## config.mk

```make
export PLATFORM = sky130hd
export DESIGN_NAME = mipsCore
export DESIGN_NICKNAME = d
export VERILOG_FILES = /design/src/source/mipsPkg.sv /design/src/source/decExIf.sv /design/src/source/decodeStage.sv /design/src/source/executeStage.sv /design/src/source/fetchStage.sv /design/src/source/hazardUnit.sv /design/src/source/mipsCore.sv
export SDC_FILE = /design/constraint.sdc
export NUM_CORES = 2
export LEC_CHECK = 0
export BUFFER_PORTS_ARGS = -buffer_cell sky130_fd_sc_hd__clkbuf_2
export CAP_MARGIN = 10
export CORE_ASPECT_RATIO = 0.9
export CORE_MARGIN = 1.5
export CORE_UTILIZATION = 45
export DETAILED_ROUTE_END_ITERATION = 10
export PLACE_DENSITY_LB_ADDON = 0.3
export SETUP_SLACK_MARGIN = 0.05
export SLEW_MARGIN = 20
export SYNTH_ARGS = -nofsm -noshare
export SYNTH_HDL_FRONTEND = slang
export SYNTH_SLANG_ARGS = --single-unit
```

## constraint.sdc

```tcl
create_clock -name clk -period 14.7 [get_ports clk]
set_input_delay 2.94 -clock clk [delete_from_list [all_inputs] [get_ports clk]]
set_output_delay 2.94 -clock clk [all_outputs]
set_load 0.02 [all_outputs]
```

## src/source/mipsPkg.sv

```systemverilog
package mipsPkg;

	//////////////////////////////
	// widths
	//////////////////////////////

	// data and address value
	typedef logic [31:0] word;
	// register index
	typedef logic [4:0] regNum;
	// instruction fields
	typedef logic [5:0] opcode;
	typedef logic [5:0] funct;

	//////////////////////////////
	// instruction encodings
	//////////////////////////////

	localparam opcode opRtype = 6'h00;
	localparam opcode opJ     = 6'h02;
	localparam opcode opBeq   = 6'h04;
	localparam opcode opAddi  = 6'h08;
	localparam opcode opLw    = 6'h23;
	localparam opcode opSw    = 6'h2b;

	// r-type funct codes
	localparam funct fnAdd = 6'h20;
	localparam funct fnSub = 6'h22;
	localparam funct fnAnd = 6'h24;
	localparam funct fnOr  = 6'h25;
	localparam funct fnSlt = 6'h2a;

	// alu operations, 3 bits
	typedef enum logic [2:0] {aluAdd, aluSub, aluAnd, aluOr, aluSlt} aluOp;

	// execute operand source
	typedef enum logic [1:0] {fwdNone = 2'b00, fwdWb = 2'b01, fwdMem = 2'b10} fwdSel;

	// first fetch address
	localparam word resetPc = 32'h0000_0000;

endpackage

```

## src/source/decExIf.sv

```systemverilog
`timescale 1ns/1ps

interface decExIf;

	// control decoded in decode
	logic regWrite;
	logic memToReg;
	logic memWrite;
	// immediate as second alu operand
	logic aluSrc;
	// destination is rd, not rt
	logic regDst;
	mipsPkg::aluOp alu;

	// register file reads and immediate
	mipsPkg::word srcA;
	mipsPkg::word srcB;
	mipsPkg::word signImm;

	// register numbers
	mipsPkg::regNum rs;
	mipsPkg::regNum rt;
	mipsPkg::regNum rd;

	// decode side drives the bundle
	modport decode (
		output regWrite, memToReg, memWrite, aluSrc, regDst, alu,
		output srcA, srcB, signImm, rs, rt, rd
	);

	// execute side registers it
	modport execute (
		input regWrite, memToReg, memWrite, aluSrc, regDst, alu,
		input srcA, srcB, signImm, rs, rt, rd
	);

	// source registers only, for forwarding
	modport hazard (input rs, rt);

endinterface

```

## src/source/decodeStage.sv

```systemverilog
`timescale 1ns/1ps

module decodeStage (
	input logic clk,
	input logic rstN,
	input logic stall,
	input logic flush,
	input mipsPkg::word pcF,
	input mipsPkg::word instrF,
	// compare operands from memory stage
	input logic fwdA,
	input logic fwdB,
	input mipsPkg::word aluOutM,
	// writeback port of the register file
	input logic regWriteW,
	input mipsPkg::regNum writeRegW,
	input mipsPkg::word resultW,
	output logic pcSrc,
	output logic jump,
	output logic branch,
	output mipsPkg::word branchTarget,
	output mipsPkg::word jumpTarget,
	output mipsPkg::regNum rsD,
	output mipsPkg::regNum rtD,
	decExIf.decode ex
);

	mipsPkg::word instrD;
	mipsPkg::word pcPlus4D;
	mipsPkg::word regFile [32];
	mipsPkg::word rdA;
	mipsPkg::word rdB;
	mipsPkg::opcode op;
	mipsPkg::funct fn;
	mipsPkg::word cmpA;
	mipsPkg::word cmpB;

	//////////////////////////////
	// fetch/decode register
	//////////////////////////////

	// held on stall, squashed behind a taken branch or jump
	always_ff @(posedge clk) begin
		if (!rstN) begin
			instrD <= '0;
			pcPlus4D <= '0;
		end else if (!stall) begin
			instrD <= flush ? '0 : instrF;
			pcPlus4D <= pcF + 32'd4;
		end
	end

	assign op = instrD[31:26];
	assign fn = instrD[5:0];
	assign rsD = instrD[25:21];
	assign rtD = instrD[20:16];

	//////////////////////////////
	// register file
	//////////////////////////////

	// register 0 is never written
	always_ff @(posedge clk) begin
		if (regWriteW && writeRegW != '0) begin
			regFile[writeRegW] <= resultW;
		end
	end

	// write-through bypass from writeback
	assign rdA = (rsD == '0) ? '0 : (regWriteW && writeRegW == rsD) ? resultW : regFile[rsD];
	assign rdB = (rtD == '0) ? '0 : (regWriteW && writeRegW == rtD) ? resultW : regFile[rtD];

	// control decode
	always_comb begin
		ex.regWrite = 1'b0;
		ex.memToReg = 1'b0;
		ex.memWrite = 1'b0;
		ex.aluSrc = 1'b0;
		ex.regDst = 1'b0;
		ex.alu = mipsPkg::aluAdd;
		branch = 1'b0;
		jump = 1'b0;
		case (op)
			mipsPkg::opRtype: begin
				ex.regDst = 1'b1;
				// unknown funct, incl. the all-zero bubble, writes nothing
				ex.regWrite = (fn == mipsPkg::fnAdd) || (fn == mipsPkg::fnSub) ||
					(fn == mipsPkg::fnAnd) || (fn == mipsPkg::fnOr) || (fn == mipsPkg::fnSlt);
				case (fn)
					mipsPkg::fnSub: ex.alu = mipsPkg::aluSub;
					mipsPkg::fnAnd: ex.alu = mipsPkg::aluAnd;
					mipsPkg::fnOr: ex.alu = mipsPkg::aluOr;
					mipsPkg::fnSlt: ex.alu = mipsPkg::aluSlt;
					default: ex.alu = mipsPkg::aluAdd;
				endcase
			end
			mipsPkg::opAddi: begin
				ex.regWrite = 1'b1;
				ex.aluSrc = 1'b1;
			end
			mipsPkg::opLw: begin
				ex.regWrite = 1'b1;
				ex.memToReg = 1'b1;
				ex.aluSrc = 1'b1;
			end
			mipsPkg::opSw: begin
				ex.memWrite = 1'b1;
				ex.aluSrc = 1'b1;
			end
			mipsPkg::opBeq: branch = 1'b1;
			mipsPkg::opJ: jump = 1'b1;
			default: ;
		endcase
	end

	// operands and immediate toward execute
	assign ex.srcA = rdA;
	assign ex.srcB = rdB;
	assign ex.signImm = {{16{instrD[15]}}, instrD[15:0]};
	assign ex.rs = rsD;
	assign ex.rt = rtD;
	assign ex.rd = instrD[15:11];

	// targets
	assign branchTarget = pcPlus4D + {ex.signImm[29:0], 2'b00};
	assign jumpTarget = {pcPlus4D[31:28], instrD[25:0], 2'b00};

	// beq resolved here, alu result forwarded from memory
	assign cmpA = fwdA ? aluOutM : rdA;
	assign cmpB = fwdB ? aluOutM : rdB;
	assign pcSrc = branch && (cmpA == cmpB);

	// a write aimed at register 0 must not stick
	zeroReg: assert property (
		@(posedge clk) disable iff (!rstN)
		(regWriteW && writeRegW == '0) |=> (rsD != '0 || ex.srcA == '0)
	);

endmodule

```

## src/source/executeStage.sv

```systemverilog
`timescale 1ns/1ps

module executeStage (
	input logic clk,
	input logic rstN,
	// bubble into execute
	input logic flush,
	decExIf.execute ex,
	input mipsPkg::fwdSel fwdA,
	input mipsPkg::fwdSel fwdB,
	output mipsPkg::regNum writeRegE,
	output mipsPkg::regNum writeRegM,
	output mipsPkg::regNum writeRegW,
	output logic regWriteE,
	output logic memToRegE,
	output logic regWriteM,
	output logic memToRegM,
	output logic regWriteW,
	output mipsPkg::word aluOutM,
	output mipsPkg::word resultW,
	output mipsPkg::word dataAddr,
	output mipsPkg::word dataWrite,
	output logic dataWe,
	input mipsPkg::word dataRead
);

	logic memWriteE, aluSrcE, regDstE, memWriteM, memToRegW;
	mipsPkg::aluOp aluE;
	mipsPkg::fwdSel fwdAE, fwdBE;
	mipsPkg::word srcAE, srcBE, signImmE, aluA, fwdValB, aluB, aluOutE;
	mipsPkg::word writeDataM, aluOutW, readDataW;
	mipsPkg::regNum rtE, rdE;

	// decode/execute register
	always_ff @(posedge clk) begin
		if (!rstN || flush) begin
			{regWriteE, memToRegE, memWriteE, aluSrcE, regDstE} <= '0;
			aluE <= mipsPkg::aluAdd;
			{fwdAE, fwdBE} <= {mipsPkg::fwdNone, mipsPkg::fwdNone};
			{srcAE, srcBE, signImmE, rtE, rdE} <= '0;
		end else begin
			{regWriteE, memToRegE, memWriteE} <= {ex.regWrite, ex.memToReg, ex.memWrite};
			{aluSrcE, regDstE, aluE} <= {ex.aluSrc, ex.regDst, ex.alu};
			{fwdAE, fwdBE} <= {fwdA, fwdB};
			{srcAE, srcBE, signImmE, rtE, rdE} <= {ex.srcA, ex.srcB, ex.signImm, ex.rt, ex.rd};
		end
	end

	// operand forwarding, memory before writeback
	assign aluA = (fwdAE == mipsPkg::fwdMem) ? aluOutM : (fwdAE == mipsPkg::fwdWb) ? resultW : srcAE;
	assign fwdValB = (fwdBE == mipsPkg::fwdMem) ? aluOutM : (fwdBE == mipsPkg::fwdWb) ? resultW : srcBE;
	assign aluB = aluSrcE ? signImmE : fwdValB;
	assign writeRegE = regDstE ? rdE : rtE;

	// alu
	always_comb begin
		case (aluE)
			mipsPkg::aluSub: aluOutE = aluA - aluB;
			mipsPkg::aluAnd: aluOutE = aluA & aluB;
			mipsPkg::aluOr: aluOutE = aluA | aluB;
			mipsPkg::aluSlt: aluOutE = {31'b0, $signed(aluA) < $signed(aluB)};
			default: aluOutE = aluA + aluB;
		endcase
	end

	//////////////////////////////
	// memory and writeback
	//////////////////////////////

	always_ff @(posedge clk) begin
		if (!rstN) begin
			{regWriteM, memToRegM, memWriteM, aluOutM, writeDataM, writeRegM} <= '0;
			{regWriteW, memToRegW, aluOutW, readDataW, writeRegW} <= '0;
		end else begin
			{regWriteM, memToRegM, memWriteM} <= {regWriteE, memToRegE, memWriteE};
			{aluOutM, writeDataM, writeRegM} <= {aluOutE, fwdValB, writeRegE};
			{regWriteW, memToRegW, writeRegW} <= {regWriteM, memToRegM, writeRegM};
			{aluOutW, readDataW} <= {aluOutM, dataRead};
		end
	end

	// data memory port
	assign dataAddr = aluOutM;
	assign dataWrite = writeDataM;
	assign dataWe = memWriteM;

	// loaded data or alu result
	assign resultW = memToRegW ? readDataW : aluOutW;

	// store enable always resolved once out of reset
	weKnown: assert property (@(posedge clk) disable iff (!rstN) !$isunknown(dataWe));

endmodule

```

## src/source/fetchStage.sv

```systemverilog
`timescale 1ns/1ps

module fetchStage (
	input logic clk,
	input logic rstN,
	// hold pc on hazard
	input logic stall,
	// taken beq from decode
	input logic pcSrc,
	input logic jump,
	input mipsPkg::word branchTarget,
	input mipsPkg::word jumpTarget,
	output mipsPkg::word pc
);

	mipsPkg::word pcPlus4;
	mipsPkg::word pcNext;

	// sequential fetch
	assign pcPlus4 = pc + 32'd4;

	// next pc, jump wins over branch
	always_comb begin
		if (jump) begin
			pcNext = jumpTarget;
		end else if (pcSrc) begin
			pcNext = branchTarget;
		end else begin
			pcNext = pcPlus4;
		end
	end

	// pc register, frozen while stalled
	always_ff @(posedge clk) begin
		if (!rstN) begin
			pc <= mipsPkg::resetPc;
		end else if (!stall) begin
			pc <= pcNext;
		end
	end

	// targets from decode keep word alignment
	pcAligned: assert property (
		@(posedge clk) disable iff (!rstN)
		pc[1:0] == 2'b00
	);

endmodule

```

## src/source/hazardUnit.sv

```systemverilog
`timescale 1ns/1ps

module hazardUnit (
	input mipsPkg::regNum rsD,
	input mipsPkg::regNum rtD,
	input logic branchD,
	decExIf.hazard ex,
	input mipsPkg::regNum writeRegE,
	input mipsPkg::regNum writeRegM,
	input mipsPkg::regNum writeRegW,
	input logic regWriteE,
	input logic memToRegE,
	input logic regWriteM,
	input logic memToRegM,
	input logic regWriteW,
	output mipsPkg::fwdSel fwdAE,
	output mipsPkg::fwdSel fwdBE,
	output logic fwdAD,
	output logic fwdBD,
	output logic stall,
	output logic flushE
);

	logic matchE;
	logic matchM;
	logic lwStall;
	logic branchStall;

	// selects are taken in decode and registered with the operation;
	// a writer now in E sits in M next cycle, one now in M sits in W
	always_comb begin
		fwdAE = mipsPkg::fwdNone;
		fwdBE = mipsPkg::fwdNone;
		if (ex.rs != '0 && regWriteE && writeRegE == ex.rs) fwdAE = mipsPkg::fwdMem;
		else if (ex.rs != '0 && regWriteM && writeRegM == ex.rs) fwdAE = mipsPkg::fwdWb;
		if (ex.rt != '0 && regWriteE && writeRegE == ex.rt) fwdBE = mipsPkg::fwdMem;
		else if (ex.rt != '0 && regWriteM && writeRegM == ex.rt) fwdBE = mipsPkg::fwdWb;
	end

	// beq compare only sees memory stage
	assign fwdAD = (rsD != '0) && regWriteM && (writeRegM == rsD);
	assign fwdBD = (rtD != '0) && regWriteM && (writeRegM == rtD);

	//////////////////////////////
	// stalls
	//////////////////////////////

	// only E and M producers matter here
	// writeback reaches decode through the register file bypass
	assign matchE = (writeRegE == rsD) || (writeRegE == rtD);
	assign matchM = (writeRegM == rsD) || (writeRegM == rtD);

	// load result not ready for execute
	assign lwStall = memToRegE && matchE;
	// beq waits for an alu result in E, or a load in E then M
	assign branchStall = branchD && ((regWriteE && matchE) || (memToRegM && matchM));

	// hold fetch and decode, bubble into execute
	assign stall = lwStall || branchStall;
	assign flushE = stall;

	// a held decode stage always leaves a bubble in execute
	always_comb begin
		assert final (!stall || flushE);
	end

endmodule

```

## src/source/mipsCore.sv

```systemverilog
`timescale 1ns/1ps

module mipsCore (
	input logic clk,
	input logic rstN,
	// instruction memory
	output mipsPkg::word instrAddr,
	input mipsPkg::word instr,
	// data memory
	output mipsPkg::word dataAddr,
	output mipsPkg::word dataWrite,
	output logic dataWe,
	input mipsPkg::word dataRead
);

	logic stall, flushE, pcSrcD, jumpD, branchD, fwdAD, fwdBD;
	logic regWriteE, memToRegE, regWriteM, memToRegM, regWriteW;
	mipsPkg::word branchTargetD, jumpTargetD, aluOutM, resultW;
	mipsPkg::regNum rsD, rtD, writeRegE, writeRegM, writeRegW;
	mipsPkg::fwdSel fwdAE, fwdBE;

	// decode to execute bundle
	decExIf exBus ();

	fetchStage fetch (
		.clk(clk), .rstN(rstN), .stall(stall), .pcSrc(pcSrcD), .jump(jumpD),
		.branchTarget(branchTargetD), .jumpTarget(jumpTargetD), .pc(instrAddr)
	);

	// slot behind a redirect is squashed
	decodeStage decode (
		.clk(clk), .rstN(rstN), .stall(stall), .flush(pcSrcD | jumpD),
		.pcF(instrAddr), .instrF(instr), .fwdA(fwdAD), .fwdB(fwdBD), .aluOutM(aluOutM),
		.regWriteW(regWriteW), .writeRegW(writeRegW), .resultW(resultW),
		.pcSrc(pcSrcD), .jump(jumpD), .branch(branchD),
		.branchTarget(branchTargetD), .jumpTarget(jumpTargetD),
		.rsD(rsD), .rtD(rtD), .ex(exBus.decode)
	);

	hazardUnit hazard (
		.rsD(rsD), .rtD(rtD), .branchD(branchD), .ex(exBus.hazard),
		.writeRegE(writeRegE), .writeRegM(writeRegM), .writeRegW(writeRegW),
		.regWriteE(regWriteE), .memToRegE(memToRegE), .regWriteM(regWriteM),
		.memToRegM(memToRegM), .regWriteW(regWriteW),
		.fwdAE(fwdAE), .fwdBE(fwdBE), .fwdAD(fwdAD), .fwdBD(fwdBD),
		.stall(stall), .flushE(flushE)
	);

	executeStage execute (
		.clk(clk), .rstN(rstN), .flush(flushE), .ex(exBus.execute),
		.fwdA(fwdAE), .fwdB(fwdBE),
		.writeRegE(writeRegE), .writeRegM(writeRegM), .writeRegW(writeRegW),
		.regWriteE(regWriteE), .memToRegE(memToRegE), .regWriteM(regWriteM),
		.memToRegM(memToRegM), .regWriteW(regWriteW),
		.aluOutM(aluOutM), .resultW(resultW),
		.dataAddr(dataAddr), .dataWrite(dataWrite), .dataWe(dataWe), .dataRead(dataRead)
	);

endmodule

```

# Word-level counts from Yosys, hierarchy flattened
# Memories as Yosys holds them, arrays and structs flattened. A register that Yosys moved wholly into a read port is not among the register bits.
# Index checks and enable logic that the tools add are counted.
[classes]
n_addsub = 4
n_lt_le_gt_ge = 1
n_eq_ne = 25
muxes = 35
bitwise_logic = 4
n_reduce_logical = 37
[ops]
columns = ["op", "n"]
rows = [
  ["$mux W32", 15],
  ["$pmux W32 S4", 1],
  ["$add A32 B32 Y32", 2],
  ["$eq A6 B6 Y1 const B", 7],
  ["$add A32 B3 Y32 const B", 1],
  ["$and A32 B32 Y32", 1],
  ["$eq A32 B32 Y1", 1],
  ["$lt A32 B32 Y1", 1],
  ["$or A32 B32 Y32", 1],
  ["$sub A32 B32 Y32", 1],
  ["$eq A5 B5 Y1", 6],
  ["$mux W5", 5],
  ["$logic_and A1 B1 Y1", 16],
  ["$reduce_bool A5 Y1", 3],
  ["$pmux W3 S4", 1],
  ["$logic_not A5 Y1", 2],
  ["$mux W1", 10],
  ["$logic_or A1 B1 Y1", 9],
  ["$reduce_or A2 Y1", 4],
  ["$eq A3 B2 Y1 const B", 2],
  ["$eq A6 B2 Y1 const B", 1],
  ["$eq A6 B3 Y1 const B", 1],
  ["$eq A6 B4 Y1 const B", 1],
  ["$logic_not A6 Y1", 1],
  ["other kinds (10)", 13],
]
[word_totals]
regBits = 341
ramBits = 1024
input_bits = 66
out_inout_bits = 97
elab_cells = 136
n_memories = 1
[mem_list]
columns = ["memory", "depth", "word_bits", "read_ports", "rd_clocked_by_memory_dff", "write_ports", "line_no", "text"]
rows = [
  ["decode.regFile", 32, 32, 2, 2, 1, "decodeStage.sv:30", "mipsPkg::word regFile [32];"],
]

# Longest topological paths before layout
[depth]
ltp_word = 11
ltp_mapped = 23
ltp_nobuf = 20

# Cells and area by module
# Synthesis repeated with hierarchy kept, for this count alone.
[hier_totals]
cells_unflattened = 5779
hier_area_um2 = 73837.1
[by_module_without_submodules]
columns = ["mod", "n_inst", "cells_each", "area_per_inst_um2", "seq_area_each_um2"]
rows = [
  ["decodeStage", 1, 3636, 56081.3, 32230.9],
  ["executeStage", 1, 1742, 14836.7, 5225.0],
  ["fetchStage", 1, 326, 2358.5, 640.6],
  ["hazardUnit", 1, 74, 554.3, 0.0],
  ["mipsCore", 1, 1, 6.3, 0.0],
]

# Least setup slack after synthesis
# OpenSTA, ideal clock, no wires.
[synth_timing]
path_kind = "reg2reg"
from = "register execute.memToRegW"
to = "register execute.aluOutM[30]"
setup_ns = 0.120
arrival_time_ns = 5.201
required_time_ns = 14.580
slack_ns = 9.380
stages_incl_launch_ff = 24
n_path_buf = 3
synth_period_minus_slack_ns = 5.320
cell_sequence = "dfxtp_1 > clkbuf_1 > buf_1 > buf_2 > mux2i_1 > nand2_1 > o221ai_1 > o21a_1 > inv_1 > ha_1 > inv_1 > fa_1 > a21o_1 > a21o_1 > a21oi_1 > o211a_1 > o31ai_1 > a311oi_1 > o41ai_1 > a311oi_1 > o31ai_1 > xnor2_1 > nor2_1 > o31a_1"
[synth_via]
elab_chain_cells = 6
elab_cells_between_ends = 11
classes_between = "2 x add/sub; 7 x mux; 2 x bitwise"
[synth_lines]
columns = ["element", "line_no", "text"]
rows = [
  ["start, declared", "executeStage.sv:27", "logic memWriteE, aluSrcE, regDstE, memWriteM, memToRegW;"],
  ["start signal, assigned", "executeStage.sv:77", "{regWriteW, memToRegW, writeRegW} <= {regWriteM, memToRegM, writeRegM};"],
  ["$mux W32 (*)", "executeStage.sv:88", "assign resultW = memToRegW ? readDataW : aluOutW;"],
  ["$mux W32 (2 in a row)", "executeStage.sv:51", "assign fwdValB = (fwdBE == mipsPkg::fwdMem) ? aluOutM : (fwdBE == mipsPkg::fwdWb) ? resultW : srcBE;"],
  ["$mux W32", "executeStage.sv:52", "assign aluB = aluSrcE ? signImmE : fwdValB;"],
  ["$add A32 B32 Y32 (tied with other cells)", "executeStage.sv:62", "default: aluOutE = aluA + aluB;"],
  ["$pmux W32 S4 (*)", "executeStage.sv:57", "case (aluE)"],
  ["end signal, assigned", "executeStage.sv:76", "{aluOutM, writeDataM, writeRegM} <= {aluOutE, fwdValB, writeRegE};"],
  ["end, declared", "executeStage.sv:19", "output mipsPkg::word aluOutM,"],
]
# Mark *: on every way between the ends. The rest lies on a longest branch, timed or not.
# A chain may end at the register's enable or synchronous reset.

==> flow_metrics.py <==
metrics = {
    "run_status": {
        "status": "complete, no violations",
    },
    "placement": {
        "hpwl_um": 159000,
        "post-place-ws_ns": 6.872,
        "port_buffers": 162,
        "gp_congestion": 0.9621,
    },
    "timing": {
        "setup_viol": 0,
        "slew_violations": 0,
        "fin_crit_sh_pct": 54.38,
        "fin_crit_ns": 7.994,
        "fin_tns_setup_ns": 0,
        "finalWorstSetupSlack_ns": 6.706,
        "worstMarginPinSlew_ns": 1.287,
        "fmax_mhz": 125.1,
        "holdWs_ns": 0.4601,
        "skew_ns": 0.04802,
        "rsz0062_at_grt": "no",
        "final_hold_viol_count": 0,
        "relSlewSlack_pct": 12.01,
    },
    "global_routing": {
        "grt_pass1_vias": 47864,
        "grt_max_degree": 106,
        "grt_pass1_wl_um": 353300,
        "grt_busiest_layer": "met2",
        "use_met3_pct": 9.375,
        "grt_use_met2_pct": 47.15,
        "grt.total_usage_pct": 31.41,
        "grt.overflow.total": 0,
        "grt_antenna_before_repair": 9,
        "grt_use_met1_pct": 41.64,
    },
    "cts": {
        "cts_hold_buffers": 0,
        "cts-root-buf": "clkbuf_16",
        "postCtsResizedCells": 0,
        "insertion_delay_ns": 0.81,
        "clkSinkCount": 1370,
        "cts_buffers": 146,
        "clock_path_buffers": 3,
        "tritoncts": "built",
        "cts.clk_slew.worst_paths_ns": 0.06,
        "cts_setup_buffers": 0,
        "cts.htree.levels": 4,
    },
    "die": {
        "start_util_pct": 45.40,
        "fp.dieH_um": 375.7,
        "die_w_um": 417.1,
        "io_pins": 163,
        "core_area_um2": 153000,
        "rows": 136,
        "dieArea_um2": 156700,
    },
    "power_and_ir_drop": {
        "pwr_density_cell_nw_per_um2": 122.0,
        "p_leak_uw": 0.02670,
        "peakVddDrop_mv": 0.09899,
    },
    "synth": {
        "yosysSeqAreaShare_pct": 54.24,
        "yosysMostFrequentCell": "edfxtp_1",
        "synth_area_leaders": "edfxtp_1 44%, mux4_2 13%, dfxtp_1 10%",
        "synth.distinct_cells": 95,
        "syn-cell-area_um2": 69460,
        "postSynthAreaPerCell_um2": 13.21,
        "synth-edff-count": 1024,
        "syn_inst": 5256,
        "synthTopCellsByCount": "1,024 x edfxtp_1, 401 x mux4_2, 346 x dfxtp_1",
        "synth_top_area_cell": "edfxtp_1",
        "synth-seq-cells": 1370,
        "synthArstFlopShare_pct": 0,
        "synth_flop_cell": "edfxtp_1",
        "netlist.area_leader.share_pct": 44.27,
        "ys_warn_count": 0,
    },
    "drt": {
        "wl_per_cell_um": 33.43,
        "drt-initial-drc-count": 7382,
        "drc_errors": 0,
        "vias_per_cell": 6.760,
        "wl_um": 250600,
        "drt_pass1_iterations": 8,
        "ant_nets": 0,
        "num_vias": 50671,
    },
    "cells_and_area": {
        "fin_nets": 5568,
        "fillers": 12912,
        "synthToLayoutAreaGrowth_pct": 11.32,
        "final_layout_size_suffix_gt1_share_pct": 20.14,
    },
    "worst_setup_path": {
        "path_max_fanout": 44,
        "critPathKind": "reg -> reg",
        "cp.required_ns": 15.37,
        "end_kind": "register",
        "critPathLaunchType": "register",
        "critPathArrivalTime_ns": 8.67,
    },
    "job": {
        "drv_cap": 0,
    },
    "hold_path": {
        "worstHoldPathType": "reg -> reg",
    },
}
==> report_power, final <==
group / switching [uW] / total [uW] / internal, uW
Combinational: 901 / 1390 / 492
Clock: 1600 / 3670 / 2060
Sequential: 110 / 4370 / 4260
Total: 2610 / 9430 / 6820
==> path summary, 6_finish.rpt <==
kind	start	endpoint	depth (start not counted)	slack [ns]
worst max-delay path	register	fetch.pc[25]	14	6.71
worst min-delay path	decode.pcPlus4D[0]	decode.pcPlus4D[0]	2	0.46
worst max register to register	register	fetch.pc[25]	14	6.71
worst min register to register	decode.pcPlus4D[0]	decode.pcPlus4D[0]	2	0.46
==> registers in the layout, summed over array words and instances, names as in the netlist, 3 cells and up, named ones only <==
name               flops
decode.instrD         32
decode.pcPlus4D       32
decode.regFile      1024
execute.aluE           3
execute.aluOutM       32
execute.aluOutW       32
execute.dataWrite     32
execute.rdE            5
execute.readDataW     32
execute.rtE            5
execute.signImmE      11
execute.srcAE         32
execute.srcBE         32
execute.writeRegM      5
execute.writeRegW      5
fetch.pc              32
==> metrics by stage <==
step,power [uW],cells,cell area [um2],util (%)
finish,9430,7496,77320,50.54
detailed placement,5791,7225,72560,47.43
global route,9670,7488,77300,50.53
CTS,9410,7487,77250,50.50
floorplan,5279,5287,69570,-
global placement,5783,7225,72560,47.43
==> metal layers <==
layer | vias up | routed length (um) | part of all wire (%)
met1 | 25462 | 93610 | 37
met3 | 716 | 32550 | 13
met2 | 3588 | 110800 | 44
li1 | 20891 | - | -
met5 | - | 119 | 0.047
met4 | 14 | 13570 | 5.4
==> layout by cell type, fill, tap and decap left out, types with 47 or more instances in the layout <==
cell type  instances
a211oi_1          80
a21oi_1          249
a221oi_1          48
a22oi_1          134
and2_1           108
and3_1            54
buf_4            167
clkbuf_16        149
clkbuf_2         161
dfxtp_1          334
edfxtp_1        1024
ha_1             126
inv_1            135
mux2i_1          301
mux4_2           401
nand2_1          285
nand3_1           78
nand4_1           54
nor2_1           293
nor3_1            79
o21ai_0          155
o22ai_1           47
xnor2_1           83
==> cell type report <==
class,instances,area (um2),area share (%)
clock inverter,73,750.7,0.9709
tap,2001,2504,3.238
timing repair buffer,331,2127,2.751
inverter,149,561.8,0.7266
multi-input combinational,3375,29710,38.43
sequential,1370,37710,48.77
clock buffer,189,3936,5.091
antenna,8,20.02,0.02589
==> logic make-up (layout without fill, tap and decap cells) <==
logic type / after synthesis / count (layout) / share of synthesized area (%)
and+or+nand+nor: 1194 / 1194 / 8.416
buffers and inverters: 542 / 742 / 3.603
AOI/OAI and AO/OA: 1154 / 1154 / 11.55
adders and majority gates: 129 / 129 / 2.356
DFF: 1370 / 1370 / 54.24
xor gates and xnor gates: 125 / 125 / 1.576
other: 1 / 40 / 0.005399
muxes: 741 / 741 / 18.25
==> critical path, stage by stage (launching register included) <==
cell,delay [ns]
dfxtp_4,0.54
buf_4,0.54
buf_4,0.77
and2_1,0.98
a22o_1,0.28
o31ai_1,0.12
a2111oi_0,1.13
nor3_1,0.19
nor4b_1,0.36
a31oi_1,0.10
a32oi_1,0.21
nand4_1,0.82
o21ai_1,1.19
o21ai_0,0.22
a32o_1,0.30
(Power assumes the default switching activity.)
